==> config.mk <==
export PLATFORM = sky130hd
export DESIGN_NAME = tcb_lite_rsp
export DESIGN_NICKNAME = d
export VERILOG_FILES = /design/src/logic/tcb_lite_pkg.sv /design/src/logic/tcb_mem_pkg.sv /design/src/logic/tcb_lite_rsp.sv
export SDC_FILE = /design/constraint.sdc
export NUM_CORES = 1
export LEC_CHECK = 0
export BUFFER_PORTS_ARGS = -buffer_cell sky130_fd_sc_hd__buf_4
export CORE_ASPECT_RATIO = 0.6
export CORE_UTILIZATION = 42
export DETAILED_ROUTE_END_ITERATION = 8
export HOLD_SLACK_MARGIN = 0.02
export PLACE_DENSITY = 0.74
export SLEW_MARGIN = 10
export SYNTH_ARGS = -nofsm -noshare
export SYNTH_HDL_FRONTEND = slang
export SYNTH_SLANG_ARGS = --single-unit
==> constraint.sdc <==
create_clock -name clk -period 2.6 [get_ports clk]
set_clock_uncertainty 0.15 [all_clocks]
set_input_delay 0.52 -clock clk [delete_from_list [all_inputs] [get_ports clk]]
set_output_delay 0.52 -clock clk [all_outputs]
set_load 0.005 [all_outputs]
==> src/logic/tcb_lite_pkg.sv <==
////////////////////
// TCB-lite bus protocol definitions
// sizes, bus modes and the data word views
////////////////////

`default_nettype none

package tcb_lite_pkg;

    ////////////////////
    // widths
    ////////////////////

    localparam int unsigned DAT_W = 32;  // data width
    localparam int unsigned BYT_W = 4;   // byte lanes per word
    localparam int unsigned SIZ_W = 2;   // logarithmic size field

    // bus mode, lanes from size/offset or straight from byte enables
    typedef enum logic {
        MODE_LOG = 1'b0,  // logarithmic size
        MODE_BYT = 1'b1   // byte enable
    } tcb_mode_e;

    // transfer size, log2 of the byte count
    typedef enum logic [SIZ_W-1:0] {
        SIZ_BYTE = 2'd0,
        SIZ_HALF = 2'd1,
        SIZ_WORD = 2'd2   // 2'd3 reserved
    } tcb_siz_e;

    // one data word, as a whole or per byte lane
    typedef union packed {
        logic [DAT_W-1:0]      wrd;  // lane shifting
        logic [BYT_W-1:0][7:0] byt;  // byte order swap
    } tcb_dat_u;

endpackage

`default_nettype wire

==> src/logic/tcb_mem_pkg.sv <==
////////////////////
// on-chip memory definitions
////////////////////

`default_nettype none

package tcb_mem_pkg;

    localparam int unsigned MEM_AW_DEF = 8;  // default word address width
    localparam int unsigned OFF_W      = 2;  // byte offset in a word

    // first byte address bit above the memory
    // word index sits right below it, on top of the offset
    function automatic int unsigned adr_top(input int unsigned aw);
        return aw + OFF_W;
    endfunction

endpackage

`default_nettype wire

==> src/logic/tcb_lite_rsp.sv <==
////////////////////
// result stage
// response delay line and read data realignment
////////////////////

`default_nettype none

module tcb_lite_rsp #(
    parameter int unsigned             DLY = 3,                       // response delay, 2..8
    parameter tcb_lite_pkg::tcb_mode_e MOD = tcb_lite_pkg::MODE_LOG   // bus mode
)(
    input  logic                               clk,
    input  logic                               rst_n,
    // from execute stage
    input  logic                               m_vld,
    input  logic                               m_err,
    input  logic                               m_ndn,
    input  tcb_lite_pkg::tcb_dat_u             m_rdt,
    input  logic [tcb_mem_pkg::OFF_W-1:0]      m_off,
    input  tcb_lite_pkg::tcb_siz_e             m_siz,
    // response to manager
    output logic                               rsp_vld,
    output logic                               rsp_err,
    output logic [tcb_lite_pkg::DAT_W-1:0]     rsp_rdt
);

    import tcb_lite_pkg::*;
    import tcb_mem_pkg::*;

    localparam int unsigned PLD_W = 1 + DAT_W + OFF_W + SIZ_W + 1;  // err rdt off siz ndn

    logic             o_vld;  // delay line output
    logic             o_err;
    logic             o_ndn;
    tcb_dat_u         o_rdt;
    logic [OFF_W-1:0] o_off;
    logic [SIZ_W-1:0] o_siz;
    tcb_dat_u         sft;    // shifted down to lane 0
    tcb_dat_u         swp;    // masked and byte swapped

    ////////////////////
    // delay line, DLY-2 stages
    ////////////////////

    if (DLY == 2) begin : g_nodly
        assign o_vld = m_vld;
        assign {o_err, o_rdt, o_off, o_siz, o_ndn} = {m_err, m_rdt, m_off, m_siz, m_ndn};
    end else begin : g_dly
        logic             q_vld [DLY-2];
        logic [PLD_W-1:0] q_pld [DLY-2];

        always_ff @(posedge clk) begin
            if (!rst_n) begin
                for (int i = 0; i < DLY-2; i++) begin
                    q_vld[i] <= 1'b0;
                end
            end else begin
                q_vld[0] <= m_vld;
                for (int i = 1; i < DLY-2; i++) begin
                    q_vld[i] <= q_vld[i-1];
                end
            end
        end

        always_ff @(posedge clk) begin
            q_pld[0] <= {m_err, m_rdt, m_off, m_siz, m_ndn};
            for (int i = 1; i < DLY-2; i++) begin
                q_pld[i] <= q_pld[i-1];
            end
        end

        assign o_vld = q_vld[DLY-3];
        assign {o_err, o_rdt, o_off, o_siz, o_ndn} = q_pld[DLY-3];
    end

    ////////////////////
    // realignment
    ////////////////////

    assign sft.wrd = o_rdt.wrd >> {o_off, 3'b000};

    always_comb begin
        swp = sft;
        case (o_siz)
            SIZ_BYTE: swp.wrd = sft.wrd & 32'h0000_00ff;
            SIZ_HALF: begin
                swp.wrd = sft.wrd & 32'h0000_ffff;
                if (o_ndn) begin  // big endian half
                    swp.byt[0] = sft.byt[1];
                    swp.byt[1] = sft.byt[0];
                end
            end
            default: begin
                if (o_ndn) begin  // big endian word
                    for (int i = 0; i < BYT_W; i++) begin
                        swp.byt[i] = sft.byt[BYT_W-1-i];
                    end
                end
            end
        endcase
    end

    assign rsp_vld = o_vld;
    assign rsp_err = o_err;
    assign rsp_rdt = (MOD == MODE_LOG) ? swp.wrd : o_rdt.wrd;  // byte enable mode as is

endmodule

`default_nettype wire

; Word-level counts from Yosys, hierarchy flattened
; Memory sizes are Yosys's and may differ from the RTL's.
; Index checks and enable logic that the tools add are counted.
[word_totals]
n_memories = 2
ramBits = 39
input_bits = 41
ff_bits = 0
[op_classes]
shifts = 1
n_mux = 7
reduce_logical = 2
n_eq_ne = 1
[mem_list]
columns = memory, words, word_bits, read_ports, rd_clocked_by_memory_dff, write_ports, line_no
row1 = g_dly.q_pld, 1, 38, 1, 0, 1, tcb_lite_rsp.sv:50  ; logic [PLD_W-1:0] q_pld [DLY-2];
row2 = g_dly.q_vld, 1, 1, 1, 0, 1, tcb_lite_rsp.sv:49  ; logic q_vld [DLY-2];
[ops]
columns = op, n
row1 = $pmux 32 s2, 1
row2 = $mux 32, 1
row3 = $shr 32x5->32, 1
row4 = $mux 16, 1
row5 = $mux 1, 4
row6 = $eq 2x1->1 const B, 1
row7 = $logic_not 2->1, 1
row8 = $reduce_or 1->1, 1

; Longest topological paths before layout
[depth]
depth_word = 3
depth_mapped = 7
mapped_depth_nobuf = 4

; Least setup slack after synthesis
; Ideal clock, no wire load.
[synth_path]
kind = reg2out
startpoint = memory g_dly.q_pld[0][4] in the netlist's numbering
endpoint = output port rsp_rdt[2] in the netlist's numbering
stages_incl_launch_ff = 7
required_time_ns = 1.930
path_slack_ns = 0.590
path_buffers = 2
arrival_ns = 1.340
cell_sequence = dfxtp_1 -> buf_6 -> buf_6 -> mux2i_4 -> inv_2 -> a222oi_1 -> o221ai_1
[synth_lines]
columns = item, line_no
row1 = from (decl), tcb_lite_rsp.sv:50
row2 = to (decl), tcb_lite_rsp.sv:24  ; output logic [tcb_lite_pkg::DAT_W-1:0] rsp_rdt

==> results by group <==
Critical path
  – Slowest cell delay on critical path: around 400 ps
  – Crit-path cells: buf_12, mux2i_4, inv_2, a222oi_1, o221ai_1, buf_4
  – Slowest cell on the critical path: dfxtp_4
  – Setup Crit Path Kind: reg -> out
  – End of the critical path: rsp_rdt[5]
  – Number of cells on the critical path: 6
  – Setup crit start kind: register
  – Critical Path RT: approximately 1900 ps
  – CP endpoint kind: output port
  – Crit path from: g_dly.q_pld[0][4]
  – WP data arrival: just under 2000 ps
  – CP max FO: 9
  – CP bufs+invs: 3
  – CP delay by family, top: compound AO/OA/AOI/OAI gates

Timing
  – Max Fclk: 384 MHz
  – Final Hold Violating Endpoints: 0
  – # setup viols final: 1
  – Unrepaired setup endpoints after global routing: true
  – Rel. slew slack: between 60% and 70%
  – Fin crit period: ~2600 ps
  – Tightest Pin Transition: roughly 510 ps
  – Final worst setup slack: -5.09 ps
  – Period utilization: 100%
  – Slew Limit Fails: 0

Detailed routing
  – DR WL/cell: 17.8 µm
  – Final antenna-violating net count: 0
  – First-pass detailed-route iteration total: 6
  – DRT iter0 DRCs: around 290
  – Post-Route WL: approximately 8.3 mm
  – # DRC: 0
  – Via count: about 2,800
  – Vias per cell: between 6 and 7

Synthesis
  – Synthesized instance count: between 200 and 300
  – Post-synth EDFFs: 0
  – Syn_area_per_cell: 8.55 µm²
  – Post-synthesis sequential area ratio: 30.6%
  – Primary FF master, synth: dfxtp_1
  – Ys Warns: 0
  – Mapped Nets: between 300 and 400
  – Count of cell types in the netlist: between 40 and 50
  – Synthesized flop and latch total: 39
  – FFs w/ async S/R, synth: 0%
  – Cell area after synthesis: between 2000 and 3000 µm²

Placement
  – DPL Wire Length: between 5 and 6 mm
  – Port buffer count: between 70 and 80
  – GP Congestion: between 0.9 and 1

Global route
  – Largest net degree at the start of global routing: 31
  – GRT Util Overall: between 20% and 30%
  – Grt total ovfl: 0
  – Vias in the first global route: approximately 2,500
  – Initial antenna violation count: 0
  – Global-route wire length before repair: 12.4 mm

Die
  – Die W: just over 100 µm
  – Placeable Area: between 5000 and 6000 µm²
  – Die ar.: approximately 6400 µm²
  – I/O pins: 75
  – Initial core utilization: between 40 and 50%
  – FP Rows: 21
  – Chip Height: 62.3 µm

CTS
  – Root Buffer: clkbuf_8
  – CTS tree: done
  – CTS max path bufs: 2
  – TritonCTS Buffers: 5
  – Clk sinks: 39
  – Clk slew on worst S/H paths: roughly 80 ps
  – H-Tree Level Count: 2

Power and ir drop
  – Pwr dens: roughly 460 nW/µm²
  – Clk pwr share: between 30 and 40%
  – Sw Share: 29.4%
  – Pint: between 1 and 1.5 mW
  – Logic pwr share: between 20% and 30%
  – Maximum VDD drop: about 250 µV
  – NetSw: a little under 0.5 mW
  – Leak: about 1.6 nW
  – Sequential share of power: between 40% and 50%
  – Pwr Total: approximately 1.7 mW

Layout
  – Ant diodes: 0
  – Leading cell types in the layout, fill and taps excluded: 93 x buf_4, 35 x dfxtp_1, 33 x nand2_1
  – Storage element area: 791 µm²
  – FILL cells: 477
  – Final core utilization: between 60% and 70%
  – Commonest non-fill, non-tap cell in the layout: buf_4
  – Layout Area Growth over Synthesis: 40.9%
  – Layout cell share with drive strength beyond 1: about two fifths
  – Area of the multi-input gates: approximately 1700 µm²
  – Final nets: ~420

Run
  – Max_cap viols: 0

Min path
  – Worst hold path class: in -> reg

Status
  – Failing checks: setup timing
  – Status: finished, violations left
[cell usage after synthesis, types with 5 or more instances]
cell	instances	area [µm²]
a21oi_1	22	110
dfxtp_1	39	781
mux2i_1	26	260
o21ai_0	7	35.0
buf_2	8	40.0
nand2b_1	7	43.8
nor2b_1	11	68.8
nand2_1	33	124
mux2_2	5	56.3
o22ai_1	18	113
nor2_1	25	93.8
a211oi_1	8	60.1
a222oi_1	5	50.1
o31a_1	7	61.3
clkbuf_1	8	30.0
and3_1	6	37.5
nor3_1	7	35.0
[flip-flops by register name, indices dropped and copies added, names as in the netlist]
| name | flops |
|---|---|
| g_dly.q_pld | 38 |
| g_dly.q_vld | 1 |
[how the worst min path moves through the flow]
| stage | to | cells after the start | start |
|---|---|---|---|
| 3_3_place_gp | g_dly.q_pld[0][21] | 1 | m_rdt[16] |
| 6_report | g_dly.q_pld[0][27] | 1 | m_rdt[22] |
| 2_1_floorplan | g_dly.q_pld[0][0] | 0 | m_ndn |
| 5_1_grt | g_dly.q_pld[0][37] | 1 | m_err |
| 3_5_place_dp | g_dly.q_pld[0][6] | 1 | m_rdt[1] |
| 4_1_cts | g_dly.q_pld[0][32] | 1 | m_rdt[27] |
[power groups by stage]
stage / registers, mW / logic (mW) / clock network (mW)
floorplan: 0.670 / 0.258 / 0
global placement: 0.689 / 0.413 / 0
detailed placement: 0.690 / 0.417 / 0
CTS: 0.677 / 0.439 / 0.520
global route: 0.684 / 0.512 / 0.553
finish: 0.679 / 0.481 / 0.508
[per-layer routing]
metal | GRT usage, % | routed length [µm] | share of wire, % | vias to the layer above
met5 | 0 | 0 | 0 | -
met4 | 5.36 | 88 | 1.1 | 0
met3 | 6.98 | 1170 | 14 | 19
met2 | 35.3 | 3530 | 43 | 200
met1 | 36.8 | 3470 | 42 | 1283
li1 | - | - | - | 1287
[cells by family (layout without fill, tap and decap cells)]
kind of cell	count (synthesis)	in the layout	synth area share, %
buf+inv	31	117	6.78
flops	39	39	30.6
compound gates	92	92	26.1
xor+xnor	1	1	0.344
simple gates	96	96	17.8
mux	39	39	18.3
[timing repair]
item / in CTS / in global routing
hold buffers: 0 / 0
resized for setup: 9 / 27
gates cloned: 2 / 0
setup buffers: 2 / 6
setup endpoints to repair: 22 / 26
pin swaps: 1 / 15
[area by class of cell]
class | count | share of cell area, %
Clock inverter | 3 | 1.22
Tap cell | 80 | 2.79
Clock buffer | 5 | 1.92
Multi-Input combinational cell | 228 | 47.5
Sequential cell | 39 | 22.0
Inverter | 8 | 0.837
Timing Repair Buffer | 101 | 23.7
[metrics by stage]
step | worst slack (ps) | area, µm² | std cells | hold WS, ps | setup TNS, ps
5_1_grt | -62.8 | 3590 | 464 | 154 | -212
3_3_place_gp | 168 | 3210 | 446 | 475 | 0
3_5_place_dp | 205 | 3210 | 446 | 476 | 0
4_1_cts | 0.973 | 3430 | 458 | 166 | 0
6_report | -5.09 | 3590 | 464 | 174 | -5.09
2_1_floorplan | 590 | 2550 | 298 | 398 | 0
No activity file was read; power rests on OpenSTA's default activity.
