$ cat config.mk
export PLATFORM = sky130hd
export DESIGN_NAME = tcb_lite_dec
export DESIGN_NICKNAME = d
export VERILOG_FILES = /design/src/logic/tcb_lite_pkg.sv /design/src/logic/tcb_mem_pkg.sv /design/src/logic/tcb_lite_dec.sv
export SDC_FILE = /design/constraint.sdc
export NUM_CORES = 1
export LEC_CHECK = 0
export BUFFER_PORTS_ARGS = -buffer_cell sky130_fd_sc_hd__buf_2
export CAP_MARGIN = 20
export CORE_MARGIN = 2
export CORE_UTILIZATION = 42
export DETAILED_ROUTE_END_ITERATION = 6
export PLACE_DENSITY_LB_ADDON = 0.05
export SLEW_MARGIN = 20
export SYNTH_ARGS = -nofsm -noshare
export SYNTH_HDL_FRONTEND = slang
export SYNTH_SLANG_ARGS = --single-unit
$ cat constraint.sdc
create_clock -name clk -period 1.8 [get_ports clk]
set_input_delay 0.36 -clock clk [delete_from_list [all_inputs] [get_ports clk]]
set_output_delay 0.36 -clock clk [all_outputs]
set_load 0.1 [all_outputs]
$ cat src/logic/tcb_lite_pkg.sv
////////////////////
// TCB-lite bus protocol definitions
// sizes, bus modes and the data word views
////////////////////

`default_nettype none

package tcb_lite_pkg;

    ////////////////////
    // widths
    ////////////////////

    localparam int unsigned DAT_W = 32;  // data width
    localparam int unsigned BYT_W = 4;   // byte lanes per word
    localparam int unsigned SIZ_W = 2;   // logarithmic size field

    // bus mode, lanes from size/offset or straight from byte enables
    typedef enum logic {
        MODE_LOG = 1'b0,  // logarithmic size
        MODE_BYT = 1'b1   // byte enable
    } tcb_mode_e;

    // transfer size, log2 of the byte count
    typedef enum logic [SIZ_W-1:0] {
        SIZ_BYTE = 2'd0,
        SIZ_HALF = 2'd1,
        SIZ_WORD = 2'd2   // 2'd3 reserved
    } tcb_siz_e;

    // one data word, as a whole or per byte lane
    typedef union packed {
        logic [DAT_W-1:0]      wrd;  // lane shifting
        logic [BYT_W-1:0][7:0] byt;  // byte order swap
    } tcb_dat_u;

endpackage

`default_nettype wire

$ cat src/logic/tcb_mem_pkg.sv
////////////////////
// on-chip memory definitions
////////////////////

`default_nettype none

package tcb_mem_pkg;

    localparam int unsigned MEM_AW_DEF = 8;  // default word address width
    localparam int unsigned OFF_W      = 2;  // byte offset in a word

    // first byte address bit above the memory
    // word index sits right below it, on top of the offset
    function automatic int unsigned adr_top(input int unsigned aw);
        return aw + OFF_W;
    endfunction

endpackage

`default_nettype wire

$ cat src/logic/tcb_lite_dec.sv
////////////////////
// TCB-lite request decoder
// lane enables, lane aligned write data, error flag
////////////////////

`default_nettype none

module tcb_lite_dec #(
    parameter tcb_lite_pkg::tcb_mode_e MOD    = tcb_lite_pkg::MODE_LOG,  // bus mode
    parameter int unsigned             MEM_AW = tcb_mem_pkg::MEM_AW_DEF  // word index width
)(
    input  logic                               clk,
    input  logic                               rst_n,
    // request from manager
    input  logic                               vld,    // request valid
    input  logic                               wen,    // 1 write, 0 read
    input  logic                               ndn,    // 1 big endian
    input  logic [tcb_lite_pkg::DAT_W-1:0]     adr,    // byte address
    input  tcb_lite_pkg::tcb_siz_e             siz,    // log size
    input  logic [tcb_lite_pkg::BYT_W-1:0]     byt,    // byte enables
    input  tcb_lite_pkg::tcb_dat_u             wdt,    // write data
    // decoded request
    output logic                               d_vld,
    output logic                               d_wen,
    output logic                               d_err,
    output logic                               d_ndn,
    output logic [MEM_AW-1:0]                  d_idx,  // word index
    output logic [tcb_lite_pkg::BYT_W-1:0]     d_ben,  // lane enables
    output tcb_lite_pkg::tcb_dat_u             d_wdt,  // lane aligned data
    output logic [tcb_mem_pkg::OFF_W-1:0]      d_off,
    output tcb_lite_pkg::tcb_siz_e             d_siz
);

    import tcb_lite_pkg::*;
    import tcb_mem_pkg::*;

    localparam int unsigned TOP = adr_top(MEM_AW);  // first bit past the memory

    logic [OFF_W-1:0] off;      // byte offset
    tcb_dat_u         wdt_swp;  // endian corrected
    tcb_dat_u         wdt_lan;  // shifted onto lanes
    logic [BYT_W-1:0] ben_siz;  // size mask at lane 0
    logic [BYT_W-1:0] ben;
    logic             mis;      // misaligned for size
    logic             oor;      // out of range
    logic             err;

    assign off = adr[OFF_W-1:0];
    assign oor = |adr[DAT_W-1:TOP];

    ////////////////////
    // logarithmic size path
    ////////////////////

    // big endian, reverse the low bytes of the transfer
    always_comb begin
        wdt_swp = wdt;
        if (ndn && (siz == SIZ_HALF)) begin
            wdt_swp.byt[0] = wdt.byt[1];
            wdt_swp.byt[1] = wdt.byt[0];
        end else if (ndn && (siz == SIZ_WORD)) begin
            for (int i = 0; i < BYT_W; i++) begin
                wdt_swp.byt[i] = wdt.byt[BYT_W-1-i];
            end
        end
    end

    assign wdt_lan.wrd = wdt_swp.wrd << {off, 3'b000};  // up by offset

    always_comb begin
        case (siz)
            SIZ_BYTE: begin
                ben_siz = 4'b0001;
                mis     = 1'b0;
            end
            SIZ_HALF: begin
                ben_siz = 4'b0011;
                mis     = off[0];
            end
            SIZ_WORD: begin
                ben_siz = 4'b1111;
                mis     = |off;
            end
            default: begin  // reserved size, always an error
                ben_siz = 4'b0000;
                mis     = 1'b1;
            end
        endcase
    end

    ////////////////////
    // mode select
    ////////////////////

    always_comb begin
        if (MOD == MODE_LOG) begin
            ben = ben_siz << off;
            err = oor | mis;
        end else begin
            ben = byt;          // lanes given directly
            err = oor | ~|byt;  // empty enable is an error
        end
    end

    always_ff @(posedge clk) begin
        if (!rst_n) begin
            d_vld <= 1'b0;
        end else begin
            d_vld <= vld;
        end
    end

    // payload, captured only on a request
    always_ff @(posedge clk) begin
        if (vld) begin
            d_wen <= wen;
            d_err <= err;
            d_idx <= adr[TOP-1:OFF_W];
            d_ben <= ben;
            d_wdt <= (MOD == MODE_LOG) ? wdt_lan : wdt;
            d_off <= off;
            d_siz <= siz;
            d_ndn <= (MOD == MODE_LOG) ? ndn : 1'b0;  // ignored in byte enable mode
        end
    end

endmodule

`default_nettype wire

# Word level (Yosys, flattened, before mapping)

Cells that the tools add are included.

Register bits after elaboration: 52
Input bits: 75
Output and inout port bits: 52

Multiplexer cells: 5
Reductions and logical operators: 5
Equality and inequality tests: 2
Bitwise gates (word level): 1
Shifts and indexed selects: 2

Operators by type and width:

| operator                                      | number |
|---|---|
| two-way mux 16 bit                            | 2 |
| two-way mux 32 bit                            | 1 |
| << shifter 32 x 5 -> 32 bit                   | 1 |
| OR reduction 22 bit                           | 1 |
| case mux 4 bit (3 select lines)               | 1 |
| << shifter 4 x 2 -> 4 bit                     | 1 |
| case mux 1 bit (3 select lines)               | 1 |
| == test 2 x 1 -> 1 bit, second input constant | 1 |
| == test 2 bit, second input constant          | 1 |
| logical AND 1 bit                             | 2 |
| zero test 2 bit                               | 1 |
| OR reduction 2 bit                            | 1 |
| bitwise OR 1 bit                              | 1 |

# Longest topological paths before layout

Depth in word-level cells: 5
Mapped depth: 8
Mapped depth without buffers: 6

# Worst setup path before layout

OpenSTA, ideal clock, no wires.

Kind: in2reg
From: input port siz[0]
To: register d_wdt[17] in the netlist's numbering, data pin
Stages on the path: 7
Data arrival time: 1470 ps
Slack: 68 ps
Library setup time: 261 ps
Cell sequence: inv_1 ha_1 o21a_2 buf_4 o221ai_1 o22a_1 o21ai_1

RTL lines:

| item                 | RTL line            | text |
|---|---|---|
| start, declared      | tcb_lite_dec.sv:19  | `input tcb_lite_pkg::tcb_siz_e siz,` |
| end signal, assigned | tcb_lite_dec.sv:120 | `d_wdt <= (MOD == MODE_LOG) ? wdt_lan : wdt;` |
| end, declared        | tcb_lite_dec.sv:29  | `output tcb_lite_pkg::tcb_dat_u d_wdt,` |

==> impl_metrics.prom <==
# TYPE chip_impl_metric gauge
chip_impl_metric{name="drt-pass1-iter-count",unit=""} 5
chip_impl_info{name="critical_path.endpoint_type",value="flop"} 1
chip_impl_metric{name="cts.sinks",unit=""} 52
chip_impl_metric{name="critPathMaxFanout",unit=""} 16
chip_impl_metric{name="yosys_warnings",unit=""} 0
chip_impl_metric{name="fp.dieH",unit="um"} 83.4
chip_impl_info{name="timing.hold.worst_endpoint",value="d_idx[1]$_DFFE_PP_"} 1
chip_impl_info{name="worstSetupPathType",value="primary input to flop"} 1
chip_impl_metric{name="slew-limit-headroom",unit=""} 0.669
chip_impl_metric{name="cts.reportedPaths.clkPinSlew",unit="ps"} 100
chip_impl_metric{name="initialDrtViolationCount",unit=""} 136
chip_impl_info{name="critPathLaunch",value="siz[0]"} 1
chip_impl_metric{name="max_clock_freq",unit="MHz"} 591
chip_impl_metric{name="worstPathArrival",unit="ps"} 1740
chip_impl_metric{name="nNetsFinal",unit=""} 410
chip_impl_metric{name="placed_cell_area",unit="mm^2"} 0.00344
chip_impl_metric{name="route.final.wire_length",unit="um"} 6830
chip_impl_metric{name="gr-total-overflow",unit=""} 0
chip_impl_info{name="final_cell_mix",value="buf_2, edfxtp_1, buf_4"} 1
chip_impl_metric{name="grt_start_max_net_pins",unit=""} 28
chip_impl_metric{name="grt_pass1_wl",unit="um"} 11100
chip_impl_info{name="start_kind",value="primary input"} 1
chip_impl_metric{name="report.power.total",unit="mW"} 3.60
chip_impl_metric{name="synth-seq-cells",unit=""} 52
chip_impl_metric{name="start_util",unit=""} 0.442
chip_impl_metric{name="fillCellCount",unit=""} 512
chip_impl_metric{name="grt_antenna_before_repair",unit=""} 0
chip_impl_metric{name="power_density",unit="mW/mm^2"} 1010
chip_impl_metric{name="fp.dieW",unit="um"} 83.4
chip_impl_metric{name="io_pins",unit=""} 127
chip_impl_metric{name="worst-endpoint-required",unit="ps"} 1850
chip_impl_metric{name="drc_errors",unit=""} 0
chip_impl_metric{name="maxSlewViolCount",unit=""} 0
chip_impl_metric{name="timing.final.setup_violations",unit=""} 0
chip_impl_metric{name="antenna-diode-count",unit=""} 0
chip_impl_metric{name="dieArea",unit="mm^2"} 0.00695
chip_impl_metric{name="postSynthAreaPerCell",unit="um^2"} 13.6
chip_impl_info{name="worstHoldPathType",value="primary input to flop"} 1
chip_impl_metric{name="dpl.hpwl",unit="um"} 5110
chip_impl_metric{name="maxCapViolCount",unit=""} 0
chip_impl_info{name="synth_largest_area_cell",value="edfxtp_1"} 1
chip_impl_metric{name="worst-slew-pin-transition",unit="ps"} 499
chip_impl_info{name="min_from",value="adr[3]"} 1
chip_impl_metric{name="global_route.usage.total",unit=""} 0.198
chip_impl_metric{name="detail_route.vias_per_cell",unit=""} 5.65
chip_impl_metric{name="yosysSeqAreaShare",unit=""} 0.586
chip_impl_metric{name="final_hold_viol_count",unit=""} 0
chip_impl_metric{name="buffer_depth_of_the_longest_clock_path",unit=""} 2
chip_impl_metric{name="min_period",unit="ps"} 1690
chip_impl_metric{name="placement_rows",unit=""} 28
chip_impl_metric{name="tritoncts.num_buffers",unit=""} 5
chip_impl_metric{name="dpl_worst_slack",unit="ps"} -205
chip_impl_metric{name="gp_congestion",unit=""} 0.772
chip_impl_metric{name="core",unit="mm^2"} 0.00599
chip_impl_metric{name="synthDominantCellAreaShare",unit=""} 0.578
chip_impl_metric{name="synthesis.instances",unit=""} 195
chip_impl_info{name="grt_setup_unrepaired",value="true"} 1
chip_impl_info{name="synthTopCellsByArea",value="edfxtp_1, mux2i_1, o221ai_1"} 1
chip_impl_metric{name="flow.area_growth_from_synthesis",unit="%"} 34.2
chip_impl_info{name="result_of_the_run",value="finished, final reports clean"} 1
chip_impl_metric{name="placement.io_buffers",unit=""} 122
chip_impl_metric{name="finalInstanceArea",unit="mm^2"} 0.00355
chip_impl_metric{name="final_layout_size_suffix_gt1_frac",unit=""} 0.477
chip_impl_metric{name="route.vias.total",unit=""} 2307
chip_impl_info{name="final_common_cell",value="buf_2"} 1
chip_impl_metric{name="post_synth_instance_area",unit="mm^2"} 0.00265
chip_impl_metric{name="syn_nets",unit=""} 273
chip_impl_metric{name="final_worst_slack",unit="ps"} 108
chip_impl_metric{name="routedWlPerCell",unit="um"} 16.7
chip_impl_info{name="ctsRootBufferMaster",value="clkbuf_8"} 1
chip_impl_metric{name="first_global_vias",unit=""} 2220
chip_impl_metric{name="cellLeakagePower",unit="nW"} 1.53
chip_impl_metric{name="vdd.ir_drop.worst",unit="mV"} 0.696
chip_impl_info{name="tritoncts",value="yes"} 1
chip_impl_metric{name="final_min_period_over_clock_period",unit=""} 0.940
chip_impl_metric{name="synth.distinct_cells",unit=""} 31
chip_impl_metric{name="antenna_violating_nets_post_route",unit=""} 0
chip_impl_metric{name="post_cts.repair.setup_buffers",unit=""} 0
chip_impl_metric{name="worstHoldPathCells",unit=""} 1
chip_impl_metric{name="cts_h_tree_depth",unit=""} 2
## critical path, cell delays in order
cell,delay [ps]
buf_2,120
inv_1,50
ha_1,280
o21a_2,350
o221ai_1,320
o22a_1,190
o21ai_1,60
## power by group
part / leakage [nW] / switching [mW] / internal (mW)
sequential: 0.503 / 0.0239 / 1.46
clock: 0.0552 / 0.376 / 0.413
combinational: 0.976 / 1.05 / 0.271
total: 1.53 / 1.45 / 2.14
## kinds of logic (layout without fill, tap and decap cells)
family	count (synthesis)	in the layout	synth area share
compound gates	67	67	0.197
fa+ha+maj	3	3	0.0142
flops	52	52	0.586
buf+inv	20	158	0.0444
simple gates	34	34	0.0865
mux	19	19	0.0723
## worst max path at each step
stage	to	slack [ps]	depth (start not counted)
after floorplan	d_wdt[17]$_DFFE_PP_	70	7
after global placement	d_wdt[29]$_DFFE_PP_	-190	8
after detailed placement	d_wdt[12]$_SDFFCE_PP0P_	-200	8
after CTS	d_wdt[28]$_DFFE_PP_	100	8
after global routing	d_wdt[19]$_DFFE_PP_	-9	7
final	d_wdt[22]$_DFFE_PP_	110	7
## metal layers
metal,track usage,share of wire
met4,0.0477,0.011
met3,0.0497,0.079
met5,0,0
met2,0.322,0.49
met1,0.266,0.42
## flip-flops by register name, summed over array words and instances, names as in the netlist
register	count
d_wen	1
d_ben	4
d_off	2
d_ndn	1
d_wdt	32
d_vld	1
d_siz	2
d_err	1
d_idx	8
## cell type report
cell class | instances | area, um^2 | share of cell area
Sequential cell | 52 | 1550 | 0.437
Clock buffer | 6 | 72.6 | 0.0204
Clock inverter | 2 | 35.0 | 0.00986
Multi-Input combinational cell | 123 | 981 | 0.276
Timing Repair Buffer | 146 | 803 | 0.226
Inverter | 4 | 15.0 | 0.00423
Tap cell | 75 | 93.8 | 0.0264
## Yosys cell counts
master     count
o21a_2         1
buf_8          1
nand2b_1       3
and2_1         1
o21ai_1        8
edfxtp_1      51
o22ai_1       17
o2bb2ai_1      8
nor4_1         5
or2_1          1
nand3b_1       1
buf_2          7
and4_1         1
a2111oi_2      1
nand2_1        2
buf_6          2
inv_2          1
nand4bb_1      8
dfxtp_1        1
buf_4          2
o22a_1        16
mux2i_1       18
clkbuf_1       4
mux2_2         1
o221ai_1      16
nand2_2        1
inv_1          3
nor2_1         9
nor2b_1        1
ha_1           3
nand4_1        1
## repair_timing
action	4_1_cts	5_1_grt
resized for setup	0	1
hold buffers	0	0
setup endpoints to repair	0	12
## through the flow
| stage | setup TNS (ps) | util | hold slack [ps] | std cells |
|---|---|---|---|---|
| finish | 0 | 0.593 | 219 | 408 |
| global route | -23.4 | 0.593 | 209 | 408 |
| CTS | 0 | 0.593 | 221 | 408 |
| detailed placement | -4970 | 0.575 | 539 | 400 |
| global placement | -4370 | 0.575 | 537 | 400 |
| floorplan | 0 | - | 459 | 195 |
Note: power is estimated with default switching activity, not from simulation.
